$ cat config.mk
export PLATFORM = sky130hd
export DESIGN_NAME = arcade_io_top
export DESIGN_NICKNAME = d
export VERILOG_FILES = /design/src/hdl/arcade_io_pkg.sv /design/src/hdl/host_regs.sv /design/src/hdl/key_decode.sv /design/src/hdl/control_merge.sv /design/src/hdl/sigma_delta_dac.sv /design/src/hdl/arcade_io_top.sv
export SDC_FILE = /design/constraint.sdc
export NUM_CORES = 1
export LEC_CHECK = 0
export ABC_AREA = 1
export BUFFER_PORTS_ARGS = -buffer_cell sky130_fd_sc_hd__buf_2
export CAP_MARGIN = 10
export CORE_UTILIZATION = 38
export DETAILED_ROUTE_END_ITERATION = 7
export SLEW_MARGIN = 20
export SYNTH_ARGS = -nofsm -noshare
export SYNTH_HDL_FRONTEND = slang
export SYNTH_SLANG_ARGS = --single-unit
$ cat constraint.sdc
create_clock -name clk_20 -period 2.25 [get_ports clk_20]
set_input_delay 0 -clock clk_20 [delete_from_list [all_inputs] [get_ports clk_20]]
set_output_delay 0 -clock clk_20 [all_outputs]
set_load 0.01 [all_outputs]
$ cat src/hdl/arcade_io_pkg.sv
package arcade_io_pkg;

	localparam int ADDR_W    = 8;
	localparam int DATA_W    = 32;
	localparam int AUDIO_W   = 16;
	localparam int BUTTONS_W = 2;

	// host register map, byte addresses
	localparam logic [ADDR_W-1:0] REG_STATUS  = 8'h00;
	localparam logic [ADDR_W-1:0] REG_JOY     = 8'h04;
	localparam logic [ADDR_W-1:0] REG_BUTTONS = 8'h08;
	localparam logic [ADDR_W-1:0] REG_KEY     = 8'h0C;
	localparam logic [ADDR_W-1:0] REG_CONTROL = 8'h10; // read only

	localparam int STATUS_RESET      = 0;
	localparam int STATUS_MENU_RESET = 6;
	localparam int BUTTON_RESET      = 1;

	// ps/2 set 2 scan codes
	localparam logic [7:0] KEY_UP    = 8'h75;
	localparam logic [7:0] KEY_DOWN  = 8'h72;
	localparam logic [7:0] KEY_LEFT  = 8'h6B;
	localparam logic [7:0] KEY_RIGHT = 8'h74;
	localparam logic [7:0] KEY_ESC   = 8'h76;
	localparam logic [7:0] KEY_F1    = 8'h05;
	localparam logic [7:0] KEY_F2    = 8'h06;
	localparam logic [7:0] KEY_CTRL  = 8'h14;
	localparam logic [7:0] KEY_ALT   = 8'h11;
	localparam logic [7:0] KEY_SPACE = 8'h29;

	typedef struct packed {
		logic       toggle;  // flips once per host event
		logic       pressed;
		logic [7:0] code;
	} key_event_t;

	// bit 0 is right, as in the host joystick byte
	typedef struct packed {
		logic [1:0] spare;
		logic       fire2;
		logic       fire1;
		logic       up;
		logic       down;
		logic       left;
		logic       right;
	} joy_t;

	typedef struct packed {
		logic up;
		logic down;
		logic left;
		logic right;
		logic coin;
		logic start1;
		logic start2;
		logic fire1;
		logic fire2;
		logic fire3;
	} key_state_t;

	typedef struct packed {
		logic up;
		logic down;
		logic left;
		logic right;
		logic fire;
		logic bomb;
		logic coin;
		logic start1;
		logic start2;
	} control_t;

endpackage

$ cat src/hdl/host_regs.sv
`timescale 1ns/1ns

module host_regs (
	input  logic                                clk_20,
	input  logic                                reset,
	input  logic [arcade_io_pkg::ADDR_W-1:0]    paddr,
	input  logic                                psel,
	input  logic                                penable,
	input  logic                                pwrite,
	input  logic [arcade_io_pkg::DATA_W-1:0]    pwdata,
	output logic [arcade_io_pkg::DATA_W-1:0]    prdata,
	output logic                                pready,
	output logic                                pslverr,
	input  arcade_io_pkg::control_t             control,
	output logic [arcade_io_pkg::DATA_W-1:0]    status,
	output arcade_io_pkg::joy_t                 joy0,
	output arcade_io_pkg::joy_t                 joy1,
	output logic [arcade_io_pkg::BUTTONS_W-1:0] buttons,
	output arcade_io_pkg::key_event_t           key_event
);
	import arcade_io_pkg::*;

	logic              access;
	logic              hit_status;
	logic              hit_joy;
	logic              hit_buttons;
	logic              hit_key;
	logic              hit_control;
	logic              bad_access;
	logic              wr_en;
	logic [DATA_W-1:0] rd_data;

	assign access      = psel & penable;
	assign hit_status  = (paddr == REG_STATUS);
	assign hit_joy     = (paddr == REG_JOY);
	assign hit_buttons = (paddr == REG_BUTTONS);
	assign hit_key     = (paddr == REG_KEY);
	assign hit_control = (paddr == REG_CONTROL);

	// unmapped, or a write to the read-only word
	assign bad_access = ~(hit_status | hit_joy | hit_buttons | hit_key | hit_control)
		| (pwrite & hit_control);
	assign wr_en      = access & pwrite & ~bad_access;

	assign pready  = 1'b1; // no wait states
	assign pslverr = access & bad_access;
	assign prdata  = access ? rd_data : '0;

	always_comb begin
		case (paddr)
			REG_STATUS:  rd_data = status;
			REG_JOY:     rd_data = {16'h0000, joy1, joy0};
			REG_BUTTONS: rd_data = DATA_W'(buttons);
			REG_KEY:     rd_data = DATA_W'(key_event);
			REG_CONTROL: rd_data = DATA_W'(control);
			default:     rd_data = '0;
		endcase
	end

	always_ff @(posedge clk_20) begin
		if (reset) begin
			status    <= '0;
			joy0      <= '0;
			joy1      <= '0;
			buttons   <= '0;
			key_event <= '0;
		end else if (wr_en) begin
			if (hit_status)
				status <= pwdata;
			if (hit_joy) begin
				joy0 <= joy_t'(pwdata[7:0]);
				joy1 <= joy_t'(pwdata[15:8]);
			end
			if (hit_buttons)
				buttons <= pwdata[BUTTONS_W-1:0];
			if (hit_key) begin
				key_event.toggle  <= ~key_event.toggle; // marks a new event
				key_event.pressed <= pwdata[8];
				key_event.code    <= pwdata[7:0];
			end
		end
	end

endmodule

$ cat src/hdl/key_decode.sv
`timescale 1ns/1ns

module key_decode (
	input  logic                      clk_20,
	input  logic                      reset,
	input  arcade_io_pkg::key_event_t key_event,
	output arcade_io_pkg::key_state_t key_state
);
	import arcade_io_pkg::*;

	logic toggle_last;
	logic new_event;

	assign new_event = (key_event.toggle != toggle_last);

	always_ff @(posedge clk_20) begin
		if (reset)
			toggle_last <= 1'b0;
		else
			toggle_last <= key_event.toggle;
	end

	always_ff @(posedge clk_20) begin
		if (reset) begin
			key_state <= '0;
		end else if (new_event) begin
			case (key_event.code)
				KEY_UP:
					key_state.up <= key_event.pressed;
				KEY_DOWN:
					key_state.down <= key_event.pressed;
				KEY_LEFT:
					key_state.left <= key_event.pressed;
				KEY_RIGHT:
					key_state.right <= key_event.pressed;
				KEY_ESC:
					key_state.coin <= key_event.pressed;
				KEY_F1:
					key_state.start1 <= key_event.pressed;
				KEY_F2:
					key_state.start2 <= key_event.pressed;
				KEY_SPACE:
					key_state.fire1 <= key_event.pressed;
				KEY_ALT:
					key_state.fire2 <= key_event.pressed;
				KEY_CTRL:
					key_state.fire3 <= key_event.pressed;
				default: ; // other codes ignored
			endcase
		end
	end

endmodule

$ cat src/hdl/control_merge.sv
`timescale 1ns/1ns

module control_merge (
	input  logic                                clk_20,
	input  logic                                reset,
	input  arcade_io_pkg::key_state_t           key_state,
	input  arcade_io_pkg::joy_t                 joy0,
	input  arcade_io_pkg::joy_t                 joy1,
	input  logic [arcade_io_pkg::DATA_W-1:0]    status,
	input  logic [arcade_io_pkg::BUTTONS_W-1:0] buttons,
	output arcade_io_pkg::control_t             control,
	output logic                                game_reset
);
	import arcade_io_pkg::*;

	joy_t     joy0_q;
	joy_t     joy1_q;
	logic     host_rst_q;
	control_t control_next;

	// host inputs staged to line up with the key decode register
	always_ff @(posedge clk_20) begin
		if (reset) begin
			joy0_q     <= '0;
			joy1_q     <= '0;
			host_rst_q <= 1'b0;
		end else begin
			joy0_q     <= joy0;
			joy1_q     <= joy1;
			host_rst_q <= status[STATUS_RESET] | status[STATUS_MENU_RESET]
				| buttons[BUTTON_RESET];
		end
	end

	always_comb begin
		control_next.up     = key_state.up    | joy0_q.up    | joy1_q.up;
		control_next.down   = key_state.down  | joy0_q.down  | joy1_q.down;
		control_next.left   = key_state.left  | joy0_q.left  | joy1_q.left;
		control_next.right  = key_state.right | joy0_q.right | joy1_q.right;
		control_next.fire   = key_state.fire1 | joy0_q.fire1 | joy1_q.fire1; // space
		control_next.bomb   = key_state.fire2 | joy0_q.fire2 | joy1_q.fire2; // alt
		control_next.coin   = key_state.coin;
		control_next.start1 = key_state.start1;
		control_next.start2 = key_state.start2;
	end

	always_ff @(posedge clk_20) begin
		if (reset)
			control <= '0;
		else
			control <= control_next;
	end

	// held one cycle past the end of reset
	always_ff @(posedge clk_20)
		game_reset <= reset | host_rst_q;

endmodule

$ cat src/hdl/sigma_delta_dac.sv
`timescale 1ns/1ns

module sigma_delta_dac (
	input  logic                              clk_20,
	input  logic                              reset,
	input  logic [arcade_io_pkg::AUDIO_W-1:0] sample,
	output logic                              audio_bit
);
	import arcade_io_pkg::*;

	logic [AUDIO_W-1:0] acc;
	logic [AUDIO_W:0]   sum;

	// carry out of the accumulator is the pulse density output
	assign sum = {1'b0, acc} + {1'b0, sample};

	always_ff @(posedge clk_20) begin
		if (reset) begin
			acc       <= '0;
			audio_bit <= 1'b0;
		end else begin
			acc       <= sum[AUDIO_W-1:0];
			audio_bit <= sum[AUDIO_W];
		end
	end

endmodule

$ cat src/hdl/arcade_io_top.sv
`timescale 1ns/1ns

module arcade_io_top (
	input  logic                              clk_20,
	input  logic                              reset,
	input  logic [arcade_io_pkg::ADDR_W-1:0]  paddr,
	input  logic                              psel,
	input  logic                              penable,
	input  logic                              pwrite,
	input  logic [arcade_io_pkg::DATA_W-1:0]  pwdata,
	output logic [arcade_io_pkg::DATA_W-1:0]  prdata,
	output logic                              pready,
	output logic                              pslverr,
	input  logic [arcade_io_pkg::AUDIO_W-1:0] audio_sample,
	output arcade_io_pkg::control_t           control,
	output logic                              game_reset,
	output logic                              audio_bit
);
	import arcade_io_pkg::*;

	logic [DATA_W-1:0]    status;
	joy_t                 joy0;
	joy_t                 joy1;
	logic [BUTTONS_W-1:0] buttons;
	key_event_t           key_event;
	key_state_t           key_state;

	host_regs u_regs (
		.clk_20    (clk_20),
		.reset     (reset),
		.paddr     (paddr),
		.psel      (psel),
		.penable   (penable),
		.pwrite    (pwrite),
		.pwdata    (pwdata),
		.prdata    (prdata),
		.pready    (pready),
		.pslverr   (pslverr),
		.control   (control), // read back via REG_CONTROL
		.status    (status),
		.joy0      (joy0),
		.joy1      (joy1),
		.buttons   (buttons),
		.key_event (key_event)
	);

	key_decode u_keys (
		.clk_20    (clk_20),
		.reset     (reset),
		.key_event (key_event),
		.key_state (key_state)
	);

	control_merge u_merge (
		.clk_20     (clk_20),
		.reset      (reset),
		.key_state  (key_state),
		.joy0       (joy0),
		.joy1       (joy1),
		.status     (status),
		.buttons    (buttons),
		.control    (control),
		.game_reset (game_reset)
	);

	sigma_delta_dac u_dac (
		.clk_20    (clk_20),
		.reset     (reset),
		.sample    (audio_sample),
		.audio_bit (audio_bit)
	);

endmodule

==> summary.txt, run 1 <==
Layout
  – Commonest non-fill, non-tap cells in the layout: nand2_1 (195), nor2_1 (146), dfxtp_1 (110)
  – Post-route insts no fill: 1135
  – Most common cell after layout, fill and taps aside: nand2_1
  – Fraction of layout cells with a size suffix above 1: 15.8%
  – ANT cells: 0
  – Layout Area Growth over Synthesis: 25.0%
  – Nets: 1028
  – Final design utilization: 48.7%
  – Fillers: 1462

Synth
  – Cell variety after synth: 34
  – Cells after Synth: 821
  – Yosys warns: 0
  – Synth Area per Inst: 6.61 µm²
  – Mapped cell area: 5430 µm²
  – Syn_nets: 899
  – Post-synthesis register bit count: 110
  – Seq/Total Area, Yosys: 40.6%

Floorplanning
  – Core Rows: 43
  – Core area: 13900 µm²
  – Starting density of the core: 39.0%
  – Number of I/O pins: 106
  – Die H: 122 µm
  – Chip width: 122 µm
  – Total die area: 14800 µm²

Critical path
  – CP arrival: 2050 ps
  – Worst setup SP type: primary input
  – Crit path launch: audio_sample[0]
  – Setup slack, reg-to-reg: 460 ps
  – Worst setup EP type: flip-flop
  – CP max FO: 5
  – Crit path kind: primary input to flip-flop
  – Critical path required time: 2500 ps
  – Reg2reg start: u_dac.acc[0]$_SDFF_PP0_

Timing
  – Hold slack final: 48.8 ps
  – Unrepaired setup endpoints after global routing: no
  – Tcrit/Tclk final: 80.0%
  – Slew Limit Fails: 0
  – Setup violations, final: 0
  – Slew HR: 65.9%
  – Slew @ Worst Pin: 511 ps
  – Final Hold Vio Count: 0
  – Setup TNS: 0 ps
  – Fin crit period: 1800 ps
  – Fmax achieved: 0.556 GHz
  – Min setup slack post-route: 450 ps
  – Final clock skew: 10.5 ps

Run
  – MaxCap Viol Count: 0

Power and ir drop
  – Power Density: 681 nW/µm²
  – Comb pwr share: 19.4%
  – Switching part of the total: 28.3%
  – Switch Pwr: 1.31 mW
  – Max VDD drop: 444 µV
  – Clock power frac: 36.0%
  – Leakage: 3.26 nW
  – Seq pwr share: 44.6%
  – Int Pwr: 3.32 mW

Global routing
  – First-pass GRT wire length: 24100 µm
  – Grt total ovfl: 0
  – Initial antenna violation count: 0
  – Vias in the first global route: 5010
  – Gr usage total: 20.9%
  – Pin count of the biggest net entering global routing: 38

Drt
  – Final wirelength: 14400 µm
  – Pre-antenna DRT Iters: 4
  – DRT iter0 DRCs: 305
  – Vias: 5303
  – Vias per cell: 4.67
  – WL/cell: 12.7 µm
  – Antenna Violating Nets Remaining: 0
  – Residual DRC count: 0

Placement
  – Pre-CTS setup slack: 463 ps
  – I/O Buffers: 104
  – Routability Congestion: 0.834
  – Placed insts: 1086
  – Post-DP HPWL: 10200 µm

Hold path
  – Hold Crit Start: audio_sample[1]
  – Hold crit path type: primary input to flip-flop

CTS
  – Total CTS buffers: 9
  – CTS tree: built
  – H-tree depth: 3
  – Sink Count: 110
  – Clock root cell: clkbuf_16
  – Clock slew at reported path FFs: 70 ps
  – Clock latency on the worst-skew pair: 350 ps
  – CTS max path bufs: 2

Outcome
  – Outcome: finished, final reports clean
==> critical path, stage by stage <==
cell and delay (ps):
dlygate4sd3_1 530, buf_2 120, ha_1 210, fa_1 430
nand3_1 100, nand3_1 160, nand3_1 130, nand3_1 140
o21ai_0 170, nor2_1 50
==> final timing paths <==
check | endpoint | cells after the start
setup / recovery | u_dac.acc[12]$_SDFF_PP0_ | 10
hold / removal | u_dac.acc[1]$_SDFF_PP0_ | 4
setup reg to reg | u_dac.acc[12]$_SDFF_PP0_ | 8
hold reg to reg | u_merge.game_reset$_DFF_P_ | 1
==> routing by layer <==
metal  wire (µm)  track usage, %  up-vias
met5           0               0        -
li1            -               -     2840
met1        6810            26.8     2325
met2        6760            35.5      134
met3         761            4.89        4
met4          68            4.55        0
==> cells by family (layout without fill, tap and decap cells) <==
| group | Yosys count | after routing | share of synthesized area (%) |
|---|---|---|---|
| XOR/XNOR | 2 | 2 | 0.323 |
| buffers and inverters | 150 | 284 | 11.1 |
| AO/OA/AOI/OAI | 102 | 102 | 9.98 |
| AND/OR/NAND/NOR | 439 | 439 | 33.9 |
| flip-flops | 110 | 110 | 40.6 |
| other | 1 | 1 | 0.0691 |
| adder cells (fa/ha/maj) | 17 | 17 | 4.06 |
==> synthesized netlist by cell type (all sizes together) <==
| library cell | n | area [µm²] |
|---|---|---|
| nand3 | 38 | 200 |
| ha | 16 | 200 |
| nor3b | 1 | 7.51 |
| clkbuf | 11 | 41.3 |
| buf | 23 | 124 |
| nand2 | 197 | 749 |
| o21a | 1 | 7.51 |
| inv | 115 | 432 |
| conb | 1 | 3.75 |
| xnor2 | 1 | 8.76 |
| xor2 | 1 | 8.76 |
| nor2 | 150 | 573 |
| a21o | 1 | 7.51 |
| o21bai | 2 | 15.0 |
| o22ai | 14 | 87.6 |
| o21ai | 21 | 105 |
| nor3 | 27 | 135 |
| clkinv | 1 | 3.75 |
| nand4 | 24 | 165 |
| or2 | 1 | 6.26 |
| a21oi | 63 | 319 |
| fa | 1 | 20.0 |
| dfxtp | 110 | 2200 |
| and2 | 1 | 6.26 |
==> power groups by stage <==
stage	clock [mW]	sequential, mW	combinational [mW]
2_1_floorplan	0	2.11	0.625
3_3_place_gp	0	2.11	0.850
3_5_place_dp	0	2.11	0.852
4_1_cts	1.72	2.06	0.899
5_1_grt	1.78	2.07	1.04
6_report	1.66	2.06	0.898
==> through the flow <==
stage	instance area (µm²)	power (mW)
3_5_place_dp	6150	2.96
2_1_floorplan	5430	2.73
3_3_place_gp	6150	2.96
5_1_grt	6790	4.89
6_report	6790	4.62
4_1_cts	6790	4.68
==> state kept, by name, summed over array words and instances (netlist names) <==
name	flops
u_regs.buttons	2
u_keys.key_state	9
u_regs.status	32
u_dac.acc	16
u_merge.host_rst_q	1
u_dac.audio_bit	1
u_regs.joy1	8
u_merge.game_reset	1
u_merge.joy0_q	6
u_regs.key_event	10
u_merge.control	9
u_merge.joy1_q	6
u_regs.joy0	8
u_keys.toggle_last	1
==> cell type report <==
type / count / area [µm²] / area share (%)
multi-input cells: 561 / 2630 / 38.7
clock buffers: 12 / 256 / 3.78
flip-flops and latches: 110 / 2200 / 32.4
clock inverters: 4 / 53.8 / 0.793
well taps: 180 / 225 / 3.32
inverters: 116 / 435 / 6.41
repair buffers: 152 / 988 / 14.6
==> repair_timing <==
action / 4_1_cts / 5_1_grt
hold endpoints to repair: 60 / 0
gates resized for setup: 0 / 0
hold buffers: 33 / 0
setup buffers: 0 / 0
(Power assumes the default switching activity.)
==> run 2: changes to the inputs <==
==> constraint.sdc (replaced) <==
create_clock -name clk_20 -period 1.9 [get_ports clk_20]
set_input_delay 0 -clock clk_20 [delete_from_list [all_inputs] [get_ports clk_20]]
set_output_delay 0 -clock clk_20 [all_outputs]
set_load 0.01 [all_outputs]
==> summary.txt, run 2 (synthesis results as in run 1) <==
Outcome
  – Outcome: finished, final reports clean

Timing
  – Fin crit period: 1640 ps
  – Hold slack final: 52.2 ps (+3.43 ps)
  – Tcrit/Tclk final: 86.1%
  – Final clock skew: 7.62 ps (-2.85 ps)
  – Slew @ Worst Pin: 526 ps (+14.6 ps)
  – Setup TNS: 0 ps (unchanged)
  – Slew Limit Fails: 0 (unchanged)
  – Fmax achieved: 0.611 GHz
  – Unrepaired setup endpoints after global routing: no
  – Setup violations, final: 0 (unchanged)
  – Final Hold Vio Count: 0 (unchanged)
  – Slew HR: 64.8% (-1.1 points)

Drt
  – Final wirelength: 14500 µm (+1.0%)
  – Residual DRC count: 0 (unchanged)
  – Vias: 5416 (+2.1%)
  – Antenna Violating Nets Remaining: 0 (unchanged)
  – WL/cell: 12.8 µm (+0.68%)
  – Vias per cell: 4.76 (+1.8%)
  – Pre-antenna DRT Iters: 5 (+1)
  – DRT iter0 DRCs: 250 (-18%)

Layout
  – Layout Area Growth over Synthesis: 25.5%
  – Commonest non-fill, non-tap cells in the layout: nand2_1 (195), nor2_1 (146), dfxtp_1 (110)
  – Fillers: 1435 (-1.8%)
  – Post-route insts no fill: 1139 (+0.35%)
  – Max reg flops: 32 (unchanged)
  – ANT cells: 0 (unchanged)
  – Biggest regs: u_regs.status x32, u_dac.acc x16, u_regs.key_event x10
  – Reg with most FFs: u_regs.status
  – Nets: 1033 (+0.49%)
  – Fraction of layout cells with a size suffix above 1: 16.4% (+0.56 points)
  – Multi-input logic area: 2630 µm² (+0.29%)
  – Most common cell after layout, fill and taps aside: nand2_1
  – Register area: 2200 µm² (unchanged)

Global routing
  – Initial antenna violation count: 0 (unchanged)
  – Vias in the first global route: 4977 (-0.66%)
  – Gr usage total: 20.6% (-0.26 points)
  – Pin count of the biggest net entering global routing: 48 (+26%)
  – Grt total ovfl: 0 (unchanged)
  – First-pass GRT wire length: 23700 µm (-1.7%)

Floorplanning
  – Chip width: 122 µm (unchanged)
  – Core Rows: 43 (unchanged)
  – Core area: 13900 µm² (unchanged)
  – Total die area: 14800 µm² (unchanged)
  – Starting density of the core: 39.0% (unchanged)
  – Die H: 122 µm (unchanged)
  – Number of I/O pins: 106 (unchanged)

Run
  – MaxCap Viol Count: 0 (unchanged)

CTS
  – Sink Count: 110 (unchanged)
  – Clock slew at reported path FFs: 70 ps (about the same)
  – CTS max path bufs: 2 (unchanged)
  – Clock root cell: clkbuf_16
  – H-tree depth: 3 (unchanged)
  – CTS tree: built
  – Total CTS buffers: 9 (unchanged)
  – Clock latency on the worst-skew pair: 350 ps (about the same)

Placement
  – I/O Buffers: 104 (unchanged)
  – Routability Congestion: 0.849 (+1.7%)
  – Post-DP HPWL: 10300 µm (+1.5%)
  – Placed insts: 1089 (+0.28%)

Critical path
  – Critical path required time: 2150 ps (-350 ps)
  – CP max FO: 4 (-1)
  – Crit path kind: primary input to flip-flop
  – Worst setup SP type: primary input
  – Worst setup EP type: flip-flop
  – CP arrival: 1890 ps (-160 ps)

Power and ir drop
  – Max VDD drop: 456 µV (+2.7%)
  – Leakage: 3.28 nW (+0.68%)
  – Power Density: 781 nW/µm² (+15%)

Hold path
  – Hold crit path type: primary input to flip-flop
[run 2: worst paths after layout]
path / from / to / slack [ps] / depth (start not counted)
worst max-delay path: audio_sample[0] / u_dac.acc[14]$_SDFF_PP0_ / 260 / 12
worst min-delay path: audio_sample[4] / u_dac.acc[4]$_SDFF_PP0_ / 50 / 3
worst max register to register: u_dac.acc[0]$_SDFF_PP0_ / u_dac.acc[14]$_SDFF_PP0_ / 290 / 10
worst min register to register: u_keys.key_state[3]$_SDFFE_PP0P_ / u_merge.control[0]$_SDFF_PP0_ / 420 / 2
[run 2: layer usage]
layer | track usage, % | share of wire, % | up-vias
met1 | 26.1 | 47 | 2415
met4 | 5.56 | 1.3 | 0
met3 | 4.98 | 4.3 | 16
met2 | 34.9 | 47 | 128
li1 | - | - | 2857
met5 | 0 | 0 | -
[run 2: area by class of cell]
class	count	area share, %
well taps	180	3.31
multi-input cells	561	38.7
clock inverters	5	0.514
flip-flops and latches	110	32.3
repair buffers	157	15.3
inverters	116	6.39
clock buffers	10	3.51
[run 2: critical path, stage by stage]
cell	delay [ps]
dlygate4sd3_1	530
buf_2	120
ha_1	220
fa_2	370
nand3_1	100
nand3_2	110
nand2_1	80
nand2_1	90
nand2_1	90
nand3_1	70
nand2_1	60
nor2_1	40
[run 2: stage by stage]
stage	worst slack, ps	cell area (µm²)	power [mW]	utilization [%]
after floorplan	296	5430	3.23	-
after global placement	147	6180	3.51	44.4
after detailed placement	152	6180	3.52	44.4
after CTS	141	6800	5.37	48.8
after global routing	56.3	6810	5.66	48.9
final	264	6810	5.32	48.9
[run 2: where the power goes]
group	internal, mW	switching (mW)	total (mW)	leakage, nW
sequential	2.41	0.0360	2.45	0.891
clock	0.921	0.862	1.78	0.135
combinational	0.426	0.665	1.09	2.26
[run 2: timing repair]
item,in CTS,in global routing
endpoints found under the hold margin,65,0
buffers inserted,0,1
gates resized for setup,0,2
hold buffers,34,0
endpoints found under the setup margin,0,3
